[src/verilog/mmio_pkg.sv]
`default_nettype none

package mmio_pkg;

  // Command opcodes, upper nibble of the first command byte
  localparam logic [3:0] OP_SET   = 4'd1;
  localparam logic [3:0] OP_GET   = 4'd2;
  localparam logic [3:0] OP_QUERY = 4'd3;

  // Response status, upper nibble of the first response byte
  localparam logic [3:0] ST_OK     = 4'd0;
  localparam logic [3:0] ST_BUSERR = 4'd1;
  localparam logic [3:0] ST_BADCMD = 4'd2;
  localparam logic [3:0] ST_BADLEN = 4'd3;
  localparam logic [3:0] ST_BADARG = 4'd4;

  // Packet size, same for commands and responses
  localparam int CMD_BYTES = 4;
  localparam int LEN_W     = $clog2(CMD_BYTES + 1);  // Byte counter, saturates
  localparam int BYTE_IW   = $clog2(CMD_BYTES);      // Byte index in a response

  // Register bus
  localparam int ADR_W = 8;
  localparam int DAT_W = 16;

  // Device information for QUERY
  localparam logic [15:0] QUERY_DEVICE_ID = 16'hA5C3;
  localparam logic [15:0] QUERY_VERSION   = 16'h0100;

  // Response FIFO
  localparam int RESP_DEPTH = 4;
  localparam int FIFO_AW    = $clog2(RESP_DEPTH);
  localparam int FIFO_CW    = $clog2(RESP_DEPTH + 1);

  // Command engine FSM
  localparam logic [1:0] ENG_RECV = 2'd0;  // Taking packet bytes
  localparam logic [1:0] ENG_BUS  = 2'd1;  // Wishbone transfer in flight
  localparam logic [1:0] ENG_PUSH = 2'd2;  // Response ready for the FIFO

endpackage

`default_nettype wire

[src/verilog/mmio_cmd_engine.sv]
`timescale 1ns/100ps
`default_nettype none

module mmio_cmd_engine (
  input  wire                        clock,
  input  wire                        reset,

  input  wire                        usb_tvalid_i,
  output logic                       usb_tready_o,
  input  wire                        usb_tlast_i,
  input  wire  [7:0]                 usb_tdata_i,

  output logic                       wb_cyc_o,
  output logic                       wb_stb_o,
  output logic                       wb_we_o,
  output logic [mmio_pkg::ADR_W-1:0] wb_adr_o,
  output logic [mmio_pkg::DAT_W-1:0] wb_dat_o,
  input  wire  [mmio_pkg::DAT_W-1:0] wb_dat_i,
  input  wire                        wb_ack_i,
  input  wire                        wb_err_i,

  output logic                       resp_push_o,
  output logic [31:0]                resp_word_o,
  input  wire                        resp_full_i
);
  import mmio_pkg::*;

  logic [1:0]       state_q;
  logic [LEN_W-1:0] cnt_q;    // Bytes taken so far in this packet
  logic [23:0]      shift_q;
  logic [3:0]       tag_q;
  logic [31:0]      resp_q;

  logic             rx_w;
  logic             last_w;
  logic             len_ok_w;
  logic             is_bus_w;
  logic [31:0]      pkt_w;
  logic [3:0]       op_w;
  logic [3:0]       tag_w;
  logic [ADR_W-1:0] arg_w;
  logic [DAT_W-1:0] val_w;
  logic [3:0]       dec_st_w;
  logic [DAT_W-1:0] dec_dat_w;
  logic [DAT_W-1:0] rd_dat_w;

  assign rx_w     = usb_tvalid_i && usb_tready_o;
  assign last_w   = rx_w && usb_tlast_i;
  assign pkt_w    = {shift_q, usb_tdata_i};  // Whole packet on its last byte
  assign op_w     = pkt_w[31:28];
  assign arg_w    = pkt_w[23:16];
  assign val_w    = pkt_w[15:0];
  assign tag_w    = (cnt_q == '0) ? usb_tdata_i[3:0] : tag_q;
  assign len_ok_w = (cnt_q == LEN_W'(CMD_BYTES - 1));
  assign is_bus_w = len_ok_w && (op_w == OP_SET || op_w == OP_GET);

  // Writes and failed transfers return no data
  assign rd_dat_w = (wb_err_i || wb_we_o) ? {DAT_W{1'b0}} : wb_dat_i;

  assign resp_push_o = (state_q == ENG_PUSH) && !resp_full_i;
  assign resp_word_o = resp_q;

  // Status and data for everything answered without the bus
  always_comb begin
    dec_st_w  = ST_OK;
    dec_dat_w = '0;
    if (!len_ok_w) begin
      dec_st_w = ST_BADLEN;
    end else begin
      case (op_w)
        OP_SET, OP_GET: dec_st_w = ST_OK;  // Status comes from the bus
        OP_QUERY: begin
          case (arg_w)
            8'd0:    dec_dat_w = QUERY_DEVICE_ID;
            8'd1:    dec_dat_w = QUERY_VERSION;
            8'd2:    dec_dat_w = DAT_W'(RESP_DEPTH);
            default: dec_st_w  = ST_BADARG;
          endcase
        end
        default: dec_st_w = ST_BADCMD;
      endcase
    end
  end

  always_ff @(posedge clock) begin
    if (reset) begin
      state_q      <= ENG_RECV;
      cnt_q        <= '0;
      usb_tready_o <= 1'b0;
      wb_cyc_o     <= 1'b0;
      wb_stb_o     <= 1'b0;
    end else begin
      case (state_q)
        ENG_RECV: begin
          usb_tready_o <= 1'b1;
          if (rx_w) begin
            if (usb_tlast_i) begin
              cnt_q        <= '0;
              usb_tready_o <= 1'b0;  // Closed until the response is queued
              if (is_bus_w) begin
                state_q  <= ENG_BUS;
                wb_cyc_o <= 1'b1;
                wb_stb_o <= 1'b1;
              end else begin
                state_q <= ENG_PUSH;
              end
            end else if (cnt_q != LEN_W'(CMD_BYTES)) begin
              cnt_q <= cnt_q + 1'b1;
            end
          end
        end
        ENG_BUS: begin
          if (wb_ack_i || wb_err_i) begin
            wb_cyc_o <= 1'b0;
            wb_stb_o <= 1'b0;
            state_q  <= ENG_PUSH;
          end
        end
        ENG_PUSH: begin
          if (!resp_full_i) begin
            state_q      <= ENG_RECV;
            usb_tready_o <= 1'b1;
          end
        end
        default: state_q <= ENG_RECV;
      endcase
    end
  end

  // Packet bytes, bus request and response word
  always_ff @(posedge clock) begin
    if (rx_w) begin
      shift_q <= pkt_w[23:0];
      if (cnt_q == '0) tag_q <= usb_tdata_i[3:0];
    end
    if (last_w) begin
      wb_we_o  <= (op_w == OP_SET);
      wb_adr_o <= arg_w;
      wb_dat_o <= val_w;
      resp_q   <= {dec_st_w, tag_w, 8'h00, dec_dat_w};
    end else if (state_q == ENG_BUS && (wb_ack_i || wb_err_i)) begin
      resp_q <= {(wb_err_i ? ST_BUSERR : ST_OK), tag_q, 8'h00, rd_dat_w};
    end
  end

  a_stb_in_cyc : assert property (@(posedge clock) disable iff (reset)
    wb_stb_o |-> wb_cyc_o);

  // Request held until the slave answers
  a_bus_stable : assert property (@(posedge clock) disable iff (reset)
    wb_stb_o && !wb_ack_i && !wb_err_i |=>
      wb_stb_o && $stable(wb_adr_o) && $stable(wb_dat_o) && $stable(wb_we_o));

endmodule

`default_nettype wire

[src/verilog/mmio_resp_fifo.sv]
`timescale 1ns/100ps
`default_nettype none

module mmio_resp_fifo (
  input  wire         clock,
  input  wire         reset,

  input  wire         push_i,
  input  wire  [31:0] word_i,
  output logic        full_o,

  input  wire         pop_i,
  output logic [31:0] word_o,
  output logic        valid_o
);
  import mmio_pkg::*;

  logic [31:0]        mem_q [RESP_DEPTH];
  logic [FIFO_AW-1:0] wr_ptr_q;
  logic [FIFO_AW-1:0] rd_ptr_q;
  logic [FIFO_CW-1:0] count_q;

  logic               wr_en_w;
  logic               rd_en_w;

  assign full_o  = (count_q == FIFO_CW'(RESP_DEPTH));
  assign valid_o = (count_q != '0);
  assign word_o  = mem_q[rd_ptr_q];  // Head word, shown as soon as written

  assign wr_en_w = push_i && !full_o;
  assign rd_en_w = pop_i && valid_o;

  always_ff @(posedge clock) begin
    if (wr_en_w) mem_q[wr_ptr_q] <= word_i;
  end

  always_ff @(posedge clock) begin
    if (reset) begin
      wr_ptr_q <= '0;
      rd_ptr_q <= '0;
      count_q  <= '0;
    end else begin
      if (wr_en_w) begin
        wr_ptr_q <= (wr_ptr_q == FIFO_AW'(RESP_DEPTH - 1)) ? '0 : wr_ptr_q + 1'b1;
      end
      if (rd_en_w) begin
        rd_ptr_q <= (rd_ptr_q == FIFO_AW'(RESP_DEPTH - 1)) ? '0 : rd_ptr_q + 1'b1;
      end
      case ({wr_en_w, rd_en_w})
        2'b10:   count_q <= count_q + 1'b1;
        2'b01:   count_q <= count_q - 1'b1;
        default: count_q <= count_q;  // Both or neither
      endcase
    end
  end

  // The engine must respect full, the sender must respect valid
  a_no_push_full : assert property (@(posedge clock) disable iff (reset)
    push_i |-> !full_o);

  a_no_pop_empty : assert property (@(posedge clock) disable iff (reset)
    pop_i |-> valid_o);

endmodule

`default_nettype wire

[src/verilog/mmio_resp_sender.sv]
`timescale 1ns/100ps
`default_nettype none

module mmio_resp_sender (
  input  wire         clock,
  input  wire         reset,

  input  wire  [31:0] word_i,
  input  wire         valid_i,
  output logic        pop_o,

  output logic        usb_tvalid_o,
  output logic        usb_tlast_o,
  output logic [7:0]  usb_tdata_o,
  input  wire         usb_tready_i
);
  import mmio_pkg::*;

  logic [31:0]        word_q;  // Remaining bytes, next one on top
  logic [BYTE_IW-1:0] idx_q;
  logic               tx_w;
  logic               end_w;

  assign tx_w  = usb_tvalid_o && usb_tready_i;
  assign end_w = (idx_q == BYTE_IW'(CMD_BYTES - 1));

  // Take a new word only between packets
  assign pop_o = valid_i && !usb_tvalid_o;

  assign usb_tdata_o = word_q[31:24];
  assign usb_tlast_o = end_w;

  always_ff @(posedge clock) begin
    if (reset) begin
      usb_tvalid_o <= 1'b0;
      idx_q        <= '0;
    end else if (pop_o) begin
      usb_tvalid_o <= 1'b1;
      idx_q        <= '0;
    end else if (tx_w) begin
      idx_q <= idx_q + 1'b1;
      if (end_w) usb_tvalid_o <= 1'b0;  // Packet done, pop again next cycle
    end
  end

  always_ff @(posedge clock) begin
    if (pop_o) begin
      word_q <= word_i;
    end else if (tx_w) begin
      word_q <= {word_q[23:0], 8'h00};
    end
  end

  // Stalled byte must not change under the host
  a_out_stable : assert property (@(posedge clock) disable iff (reset)
    usb_tvalid_o && !usb_tready_i |=>
      usb_tvalid_o && $stable(usb_tdata_o) && $stable(usb_tlast_o));

endmodule

`default_nettype wire

[src/verilog/usb_mmio.sv]
`timescale 1ns/100ps
`default_nettype none

module usb_mmio (
  input  wire                        clock,
  input  wire                        reset,

  // Command packets from the bulk-out endpoint
  input  wire                        usb_tvalid_i,
  output logic                       usb_tready_o,
  input  wire                        usb_tlast_i,
  input  wire  [7:0]                 usb_tdata_i,

  // Response packets toward the bulk-in endpoint
  output logic                       usb_tvalid_o,
  input  wire                        usb_tready_i,
  output logic                       usb_tlast_o,
  output logic [7:0]                 usb_tdata_o,

  // Wishbone classic master
  output logic                       wb_cyc_o,
  output logic                       wb_stb_o,
  output logic                       wb_we_o,
  output logic [mmio_pkg::ADR_W-1:0] wb_adr_o,
  output logic [mmio_pkg::DAT_W-1:0] wb_dat_o,
  input  wire  [mmio_pkg::DAT_W-1:0] wb_dat_i,
  input  wire                        wb_ack_i,
  input  wire                        wb_err_i
);

  logic        resp_push;
  logic        resp_full;
  logic [31:0] resp_word;
  logic [31:0] fifo_word;
  logic        fifo_valid;
  logic        fifo_pop;

  mmio_cmd_engine u_engine (
    .clock        (clock),
    .reset        (reset),
    .usb_tvalid_i (usb_tvalid_i),
    .usb_tready_o (usb_tready_o),
    .usb_tlast_i  (usb_tlast_i),
    .usb_tdata_i  (usb_tdata_i),
    .wb_cyc_o     (wb_cyc_o),
    .wb_stb_o     (wb_stb_o),
    .wb_we_o      (wb_we_o),
    .wb_adr_o     (wb_adr_o),
    .wb_dat_o     (wb_dat_o),
    .wb_dat_i     (wb_dat_i),
    .wb_ack_i     (wb_ack_i),
    .wb_err_i     (wb_err_i),
    .resp_push_o  (resp_push),
    .resp_word_o  (resp_word),
    .resp_full_i  (resp_full)
  );

  // Lets commands keep flowing while the host stalls responses
  mmio_resp_fifo u_fifo (
    .clock   (clock),
    .reset   (reset),
    .push_i  (resp_push),
    .word_i  (resp_word),
    .full_o  (resp_full),
    .pop_i   (fifo_pop),
    .word_o  (fifo_word),
    .valid_o (fifo_valid)
  );

  mmio_resp_sender u_sender (
    .clock        (clock),
    .reset        (reset),
    .word_i       (fifo_word),
    .valid_i      (fifo_valid),
    .pop_o        (fifo_pop),
    .usb_tvalid_o (usb_tvalid_o),
    .usb_tlast_o  (usb_tlast_o),
    .usb_tdata_o  (usb_tdata_o),
    .usb_tready_i (usb_tready_i)
  );

endmodule

`default_nettype wire

[config.mk]
export PLATFORM = sky130hd
export DESIGN_NAME = usb_mmio
export DESIGN_NICKNAME = d
export VERILOG_FILES = /design/src/verilog/mmio_pkg.sv /design/src/verilog/mmio_cmd_engine.sv /design/src/verilog/mmio_resp_fifo.sv /design/src/verilog/mmio_resp_sender.sv /design/src/verilog/usb_mmio.sv
export SDC_FILE = /design/constraint.sdc
export NUM_CORES = 1
export LEC_CHECK = 0
export ABC_AREA = 1
export BUFFER_PORTS_ARGS = -buffer_cell sky130_fd_sc_hd__buf_2
export CAP_MARGIN = 10
export CORE_AREA = 2 2 144 146
export CTS_CLUSTER_SIZE = 24
export DETAILED_ROUTE_END_ITERATION = 7
export DIE_AREA = 0 0 146 148
export PLACE_DENSITY = 0.71
export SETUP_SLACK_MARGIN = 0.5
export SYNTH_ARGS = -nofsm -noshare
export SYNTH_HDL_FRONTEND = slang
export SYNTH_HIERARCHICAL = 1
export SYNTH_SLANG_ARGS = --single-unit
[constraint.sdc]
create_clock -name clock -period 7.3 [get_ports clock]
set_clock_uncertainty 0.2 [all_clocks]
set_input_delay 0 -clock clock [delete_from_list [all_inputs] [get_ports clock]]
set_output_delay 0 -clock clock [all_outputs]
set_load 0.01 [all_outputs]
==> results of run 1 <==
worst max-delay path, delay by kind of cell (launching register included):
kind	cells	cell delay (ns)
flops	1	0.37
buf+inv	2	0.51
simple gates	5	2.00
flip-flops by register name, summed over array words and instances, names as in the netlist, 3 cells and up, named ones only:
signal                cells
u_engine/wb_adr_o         8
u_engine/cnt_q            3
u_sender/word_q          32
u_engine/resp_word_o     23
u_engine/wb_dat_o        16
u_engine/shift_q         20
u_fifo/count_q            3
u_fifo/mem_q            128
u_engine/tag_q            4
logic make-up (layout without fill, tap and decap cells):
kind of cell | count (synthesis) | after routing | synth area share (%)
other | 1 | 9 | 0.03792
buffers and inverters | 107 | 231 | 6.098
AOI/OAI and AO/OA | 128 | 128 | 6.883
adders and majority gates | 11 | 11 | 1.468
DFF | 251 | 251 | 74.29
and+or+nand+nor | 275 | 275 | 11.22
synthesized netlist by cell type:
master	n
edfxtp_1	232
nand2_1	139
nor2_1	114
inv_1	53
o21ai_0	41
o21ai_1	37
o22ai_1	32
buf_4	22
dfxtp_1	19
a21oi_1	18
buf_6	13
ha_1	10
inv_2	8
nand3_1	8
buf_2	7
nand2_2	3
nand4_1	3
inv_4	2
nand3b_1	2
nor3_1	2
clkbuf_1	1
conb_1	1
fa_1	1
inv_8	1
nand2_4	1
nand3_2	1
nor2_8	1
nor3_4	1
per-stage QoR:
step | util, % | hold WS, ns | area (um2) | total power (uW)
floorplan | - | -0.1309 | 9920 | 1853
global placement | 51.45 | -0.01044 | 10310 | 1894
detailed placement | 51.45 | -0.008437 | 10310 | 1901
CTS | 58.07 | 0.01293 | 11640 | 3257
global route | 58.07 | 0.03785 | 11640 | 3359
finish | 58.07 | 0.02933 | 11640 | 3239
power by group:
group	total (uW)	leakage [uW]	internal (uW)	switching (uW)
Sequential	1670	0.00228	1640	22.0
Clock	1350	0.000432	826	524
Combinational	224	0.00178	73.7	151
Total	3240	0.00449	2540	697
layout make-up:
class / count / area (um2)
Clock buffer: 32 / 704.4
Clock inverter: 16 / 181.4
Fill cell: 1597 / 8402
Inverter: 64 / 252.7
Multi-Input combinational cell: 423 / 1979
Sequential cell: 251 / 7348
Tap cell: 270 / 337.8
Timing Repair Buffer: 119 / 833.3
per-layer routing:
| layer | vias to the layer above | wire (um) |
|---|---|---|
| met5 | - | 0 |
| met2 | 207 | 9102 |
| met3 | 26 | 1234 |
| li1 | 2887 | - |
| met4 | 0 | 296 |
| met1 | 2822 | 8227 |
how the worst min path moves through the flow:
| stage | slack (ns) | startpoint | end |
|---|---|---|---|
| 2_1_floorplan | -0.13 | reset | u_engine/state_q[0]$_SDFFE_PP0P_ |
| 3_3_place_gp | -0.01 | usb_tdata_i[7] | u_engine/shift_q[7]$_DFFE_PN_ |
| 4_1_cts | 0.01 | usb_tdata_i[1] | u_engine/shift_q[1]$_DFFE_PN_ |
| 3_5_place_dp | -0.008 | usb_tdata_i[6] | u_engine/shift_q[6]$_DFFE_PN_ |
| 5_1_grt | 0.04 | usb_tdata_i[1] | u_engine/shift_q[1]$_DFFE_PN_ |
| 6_report | 0.03 | usb_tdata_i[2] | u_engine/wb_dat_o[2]$_DFFE_PP_ |
==> run summary, run 1 <==
Hold_buf cts = 44
Number of distinct library cells after synthesis = 28
Final min period = 3.429 ns
Resize count post-CTS = 0
# IOs = 69
Skew-Pair Late Insertion Delay = 0.52 ns
Final WL = 18.86 mm
Area grow syn2layout = 17.67%
Die ar. = 0.02161 mm2
Max Slew Vio Count = 0
Sequential-to-total area share from yosys stat = 74.29%
Worst r2r src = u_fifo/count_q[1]$_SDFFE_PP0P_
Worst Path Required = 7.29 ns
Dpl hpwl = 10.63 mm
Worst-path fanout max = 17
GR Layer Usage met1 = 24.04%
Slew margin rel. = 25.23%
Highest Clock Rate = 291.7 MHz
Most used cell, CP = nand2_1
Height of the die = 148 um
GR Overflow Total = 0
CP max stage cell = nor2_2
LEAKAGE = 0.004489 uW
WHS Path Cells = 2
Number of setup buffers added after CTS = 0
Core Area = 0.02004 mm2
Placed Instances = 1083
Final setup viols = 0
Post-route clock period utilization = 46.97%
Worst path max stage delay = 0.91 ns
Final hold viol count = 0
VDD IR-drop max = 0.2325 mV
Antenna Nets Post-Route = 0
DR iter-0 viols = 485
Met3 GRT Util = 2.963%
Fin nets = 927
Initial antenna violation count = 0
DR vias = 5942
Crit path capture = u_fifo/mem_q[0][21]$_DFFE_PP_
Initial Util = 49.35%
Layer carrying the most global-route usage = met2
Vias in the first global route = 5937
# DRC = 0
RSZ-0062 raised after global routing = no
Num CTS Buffers = 26
Setup_tns = 0 ns
RD Place Congestion = 0.8385
Arrival @ worst endpoint = 3.42 ns
Hold Crit Class = in2reg
Worst R2R Path Depth = 7
TritonCTS clock tree = done
Mapped cell area = 0.009889 mm2
Setup crit start = u_fifo/count_q[1]$_SDFFE_PP0P_
Post-Synthesis Cells = 773
Die Wd = 146 um
CP Launch Type = flip-flop
M2 GR Usage = 29.34%
Clock Tree Buf Depth = 3
DP Worst Slack = 3.981 ns
Setup CP Type = reg2reg
Clock-pin transition on the worst setup and hold timing paths = 0.06 ns
Commonest non-fill, non-tap cell in the layout = edfxtp_1
Area leader, netlist = edfxtp_1
Ant diodes = 0
Status = complete, no violations
Avg Inst Size Synth = 12.79 um2
Critical Path End Type = flip-flop
Clock sinks = 251
Max cap viols = 0
Clock H-tree levels = 1
Port buffer count = 68
R2R Path End = u_fifo/mem_q[0][21]$_DFFE_PP_
GRT Overall Usage = 17.56%
Most frequent cells in the layout = edfxtp_1 (232), nand2_1 (139), nor2_1 (110)
Fin cells = 1175
Routed len/inst = 16.05 um
Pwr dens = 278.4 mW/mm2
First-pass GRT wire length = 30.06 mm
Share of the synthesized area in the top cell type = 70.45%
Root buffer cell = clkbuf_16
Share of layout cells above drive strength 1 = 15.25%
Std cell rows = 52
Cell breakdown of the critical path = nor2_1, nand2_1, inv_1, nor3_1, nand2_1, nor2_2, buf_4
Synth top area cells = edfxtp_1 (70%), nand2_1 (5.3%), nor2_1 (4.3%), dfxtp_1 (3.8%), o21ai_0 (2.1%)
First-pass DRT Iterations = 4
Reg2reg setup slack = 3.87 ns
Vias per Instance = 5.057
Synth warn = 6
Worst-Margin Slew = 1.120 ns
Largest net degree at the start of global routing = 65
Setup ws final = 3.871 ns
FF+latch count, synth = 251
(Power assumes the default switching activity.)
==> run 2: changes to the inputs <==
PLACE_DENSITY = 0.74   (was 0.71)
clock period = 2.9 ns   (was 7.3 ns; I/O delays follow)
==> run summary, run 2 (same netlist as run 1, synthesis figures left out) <==
Status = complete, no violations
Clock sinks = 251
Final WL = 18.98 mm
First-pass DRT Iterations = 5
Worst-Margin Slew = 0.6187 ns
Initial antenna violation count = 0
Final hold viol count = 0
Share of layout cells above drive strength 1 = 15.40%
Setup CP Type = reg2reg
VDD IR-drop max = 0.3980 mV
Std cell rows = 52
Height of the die = 148 um
Dpl hpwl = 10.77 mm
Vias per Instance = 5.092
Clock H-tree levels = 1
Ant diodes = 0
Clock-pin transition on the worst setup and hold timing paths = 0.06 ns
Port buffer count = 68
Commonest non-fill, non-tap cell in the layout = edfxtp_1
Arrival @ worst endpoint = 2.51 ns
Post-route cell area = 0.01160 mm2
Pwr dens = 653.3 mW/mm2
Vias in the first global route = 5939
Fin nets = 936
Initial Util = 49.35%
Worst Path Required = 3.11 ns
RD Place Congestion = 0.8096
# IOs = 69
Reg2reg setup slack = 0.59 ns
GRT Overall Usage = 17.71%
# DRC = 0
LEAKAGE = 0.004473 uW
CP Launch Type = flip-flop
Root buffer cell = clkbuf_16
Placed Instances = 1090
DR vias = 6003
Setup ws final = 0.5925 ns
Critical Path End Type = flip-flop
RSZ-0062 raised after global routing = yes
Fin cells = 1179
Num CTS Buffers = 24
Largest net degree at the start of global routing = 65
Die Wd = 146 um
Biggest register = u_fifo/mem_q
Final min period = 2.308 ns
DR iter-0 viols = 435
Slew margin rel. = 58.70%
Clock Tree Buf Depth = 3
Hold Crit Class = in2reg
Core Area = 0.02004 mm2
Setup_tns = 0 ns
DP Worst Slack = 0.4331 ns
Most frequent cells in the layout = edfxtp_1 (232), nand2_1 (137), nor2_1 (109)
Max cap viols = 0
First-pass GRT wire length = 30.33 mm
GR Overflow Total = 0
Max reg flops = 128
Post-route clock period utilization = 79.57%
Antenna Nets Post-Route = 0
Die ar. = 0.02161 mm2
Area grow syn2layout = 17.31%
Skew-Pair Late Insertion Delay = 0.51 ns
Routed len/inst = 16.10 um
Worst-path fanout max = 6
Hold_ws = 0.01840 ns
Highest Clock Rate = 433.4 MHz
Placed cell areas = 0.01041 mm2
Final setup viols = 0
Max Slew Vio Count = 0
TritonCTS clock tree = done
==> run 2: changes by cell type in the layout (fill, tap and decap cells not counted), sizes merged <==
| cell | before | now |
|---|---|---|
| clkinv | 9 | 8 |
| inv | 65 | 64 |
| bufinv | 4 | 0 |
| buf | 75 | 84 |
| dlygate4sd3 | 44 | 46 |
| clkinvlp | 2 | 1 |
==> run 2: report_power, final <==
part           switching [uW]  internal, uW  leakage [uW]
combinational             388           200       0.00186
sequential               56.7          4140       0.00228
clock                    1230          1570      0.000338
==> run 2: worst max-delay path, cell delays in order, from the launching register on <==
cell     delay, ns
dfxtp_1       0.33
nor2_2        0.14
nand2_2       0.10
inv_1         0.09
nor3_1        0.05
buf_4         0.16
nand2_4       0.10
ha_1          0.17
inv_1         0.07
fa_1          0.43
inv_1         0.07
nand2_1       0.07
nand3_1       0.08
nand2_1       0.06
inv_1         0.05
nor2_1        0.03
==> run 2: final cells by class <==
type / count / area (um2)
well taps: 270 / 337.8
flip-flops and latches: 251 / 7348
clock buffers: 32 / 651.9
fillers: 1611 / 8438
repair buffers: 130 / 970.9
clock inverters: 9 / 42.54
multi-input cells: 423 / 1997
inverters: 64 / 252.7
==> run 2: what timing repair did <==
item                                    4_1_cts  5_1_grt
pin swaps                                     0        1
endpoints found under the setup margin        1        3
endpoints found under the hold margin        60        0
buffers inserted                              0        2
hold buffers                                 46        0
resized for setup                             2        3
==> run 2: per-stage QoR <==
| stage | total power, uW | utilization, % |
|---|---|---|
| 2_1_floorplan | 4666 | - |
| 3_5_place_dp | 4805 | 51.97 |
| 5_1_grt | 7863 | 57.89 |
| 4_1_cts | 7630 | 57.75 |
| 3_3_place_gp | 4788 | 51.97 |
| 6_report | 7579 | 57.89 |
==> run 2: layer usage <==
layer	GRT usage, %	part of all wire, %	up-vias
li1	-	-	2903
met1	22.56	41	2870
met2	30.02	49	194
met3	4.599	7.1	36
met4	5.583	2.6	0
met5	0	0	-
==> run 2: worst paths after layout <==
check / from / end / depth (start not counted)
max: u_fifo/count_q[1]$_SDFFE_PP0P_ / u_fifo/count_q[2]$_SDFFE_PP0P_ / 15
min: usb_tdata_i[7] / u_engine/shift_q[7]$_DFFE_PN_ / 2
max reg2reg: u_fifo/count_q[1]$_SDFFE_PP0P_ / u_fifo/count_q[2]$_SDFFE_PP0P_ / 15
min reg2reg: u_engine/shift_q[3]$_DFFE_PN_ / u_engine/wb_dat_o[11]$_DFFE_PP_ / 0
==> run 3: changes to the inputs <==
PLACE_DENSITY = 0.71   (was 0.74)
clock period = 2.2 ns   (was 2.9 ns; I/O delays follow)
==> run summary, run 3 (same netlist as run 1, synthesis figures left out) <==
Height of the die = 148 um
FILL cells = 1498
Top delay family on crit path = simple AND/OR/NAND/NOR gates
Dpl hpwl = 10.38 mm
Area grow syn2layout = 21.65%
RD Place Congestion = 0.7892
Most frequent cells in the layout = edfxtp_1 (232), nand2_1 (128), nor2_1 (107)
Fin nets = 939
Reg2reg setup slack = 0.24 ns
Highest Clock Rate = 509.4 MHz
# DRC = 0
Fin cells = 1185
Final setup viols = 0
TritonCTS clock tree = done
Arrival @ worst endpoint = 1.96 ns
Flop pwr share = 53.1%
First-pass DRT Iterations = 6
Clock H-tree levels = 1
Port buffer count = 68
WP buf/inv = 3
GR Overflow Total = 0
Initial Util = 49.35%
Commonest non-fill, non-tap cell in the layout = edfxtp_1
Share of layout cells above drive strength 1 = 21.31%
Status = complete, no violations
Hold EP = u_engine/wb_dat_o[4]$_DFFE_PP_
Max cap viols = 0
Placed Instances = 1090
Gate power share = 7.9%
Core Area = 0.02004 mm2
Worst r2r src = u_fifo/count_q[1]$_SDFFE_PP0P_
Final hold viol count = 0
CP Launch Type = flip-flop
Die Wd = 146 um
WHS Path Cells = 2
Setup_tns = 0 ns
Worst path max stage delay = 0.37 ns
Sw Ratio = 22.23%
Clock Tree Buf Depth = 3
Biggest register = u_fifo/mem_q
Final WL = 19.01 mm
Worst-Margin Slew = 0.5070 ns
Initial antenna violation count = 0
Root buffer cell = clkbuf_16
Int Pwr = 8095 uW
Setup CP Type = reg2reg
Die ar. = 0.02161 mm2
First-pass GRT wire length = 28.85 mm
GRT Overall Usage = 16.73%
Vias per Instance = 5.105
Std cell rows = 52
Slew margin rel. = 66.01%
Largest net degree at the start of global routing = 65
Cell breakdown of the critical path = nor2_4, nand2_4, inv_4, nor3_4, nand2_4, buf_4, nor2_4, buf_12
VDD IR-drop max = 0.6339 mV
Startpoint of the worst hold path = usb_tdata_i[4]
Pwr dens = 865.2 mW/mm2
Final min period = 1.963 ns
Hold_ws = 0.02572 ns
R2R Path End = u_fifo/mem_q[0][17]$_DFFE_PP_
Worst-path fanout max = 16
RSZ-0062 raised after global routing = yes
Max reg flops = 128
Worst R2R Path Depth = 8
Clock-pin transition on the worst setup and hold timing paths = 0.06 ns
Critical Path End Type = flip-flop
LEAKAGE = 0.004592 uW
Worst Path Required = 2.20 ns
# IOs = 69
Vias in the first global route = 5794
Psw = 2314 uW
Num CTS Buffers = 25
Ant diodes = 0
Hold Crit Class = in2reg
Antenna Nets Post-Route = 0
CP max stage cell = dfxtp_4
DR iter-0 viols = 414
Clock share of power = 39.0%
Routed len/inst = 16.04 um
Clock sinks = 251
Skew-Pair Late Insertion Delay = 0.50 ns
Post-route clock period utilization = 89.23%
Max Slew Vio Count = 0
DR vias = 6049
run 3: area by class of cell:
cell class	instances	area (um2)	share of cell area, %
tap	270	337.8	2.808
clock inverter	16	126.4	1.050
sequential	251	7357	61.15
clock buffer	29	681.9	5.668
timing repair inverter	1	5.005	0.04160
timing repair buffer	131	1111	9.236
multi-input combinational	423	2145	17.83
inverter	64	266.5	2.215
run 3: what timing repair did:
| action | CTS | global route |
|---|---|---|
| endpoints found under the hold margin | 60 | 0 |
| hold buffers | 31 | 0 |
| setup buffers | 7 | 3 |
| pin swaps | 3 | 5 |
| gates resized for setup | 12 | 24 |
| setup endpoints to repair | 169 | 233 |
| gates cloned | 3 | 6 |
run 3: power groups by stage:
stage / combinational (uW) / sequential, uW / clock [uW]
after floorplan: 559 / 5610 / 0
after global placement: 703 / 5620 / 0
after detailed placement: 717 / 5630 / 0
after CTS: 779 / 5530 / 4130
after global routing: 916 / 5540 / 4330
final: 823 / 5530 / 4060
run 3: worst max path at each step:
stage | startpoint | slack [ns] | cells after the start | end
finish | u_fifo/count_q[1]$_SDFFE_PP0P_ | 0.24 | 8 | u_fifo/mem_q[0][17]$_DFFE_PP_
global route | u_fifo/count_q[1]$_SDFFE_PP0P_ | 0.16 | 13 | u_fifo/count_q[2]$_SDFFE_PP0P_
CTS | u_fifo/count_q[1]$_SDFFE_PP0P_ | 0.29 | 14 | u_fifo/count_q[2]$_SDFFE_PP0P_
detailed placement | u_fifo/count_q[1]$_SDFFE_PP0P_ | 0.22 | 9 | u_fifo/count_q[1]$_SDFFE_PP0P_
global placement | u_fifo/count_q[1]$_SDFFE_PP0P_ | 0.27 | 8 | u_fifo/mem_q[0][11]$_DFFE_PP_
floorplan | u_fifo/count_q[1]$_SDFFE_PP0P_ | 0.18 | 6 | u_fifo/mem_q[0][0]$_DFFE_PP_
run 3: per-layer routing:
layer  part of all wire (%)  vias to the layer above  global-route usage (%)  routed length (um)
met5                      0                        -                       0                   0
met2                     49                      239                   27.85                9240
li1                       -                     2919                       -                   -
met1                     42                     2864                   22.33                8061
met4                    1.8                        0                   5.680                 342
met3                    7.2                       27                   3.241                1361
run 3: stage by stage:
step | setup slack (ns) | util, % | power (uW) | cell area, um2
finish | 0.2369 | 60.03 | 10410 | 12030
global route | 0.1580 | 60.03 | 10790 | 12030
CTS | 0.2853 | 58.86 | 10440 | 11800
detailed placement | 0.2189 | 52.47 | 6345 | 10520
global placement | 0.2688 | 52.47 | 6326 | 10520
floorplan | 0.1762 | - | 6172 | 10030
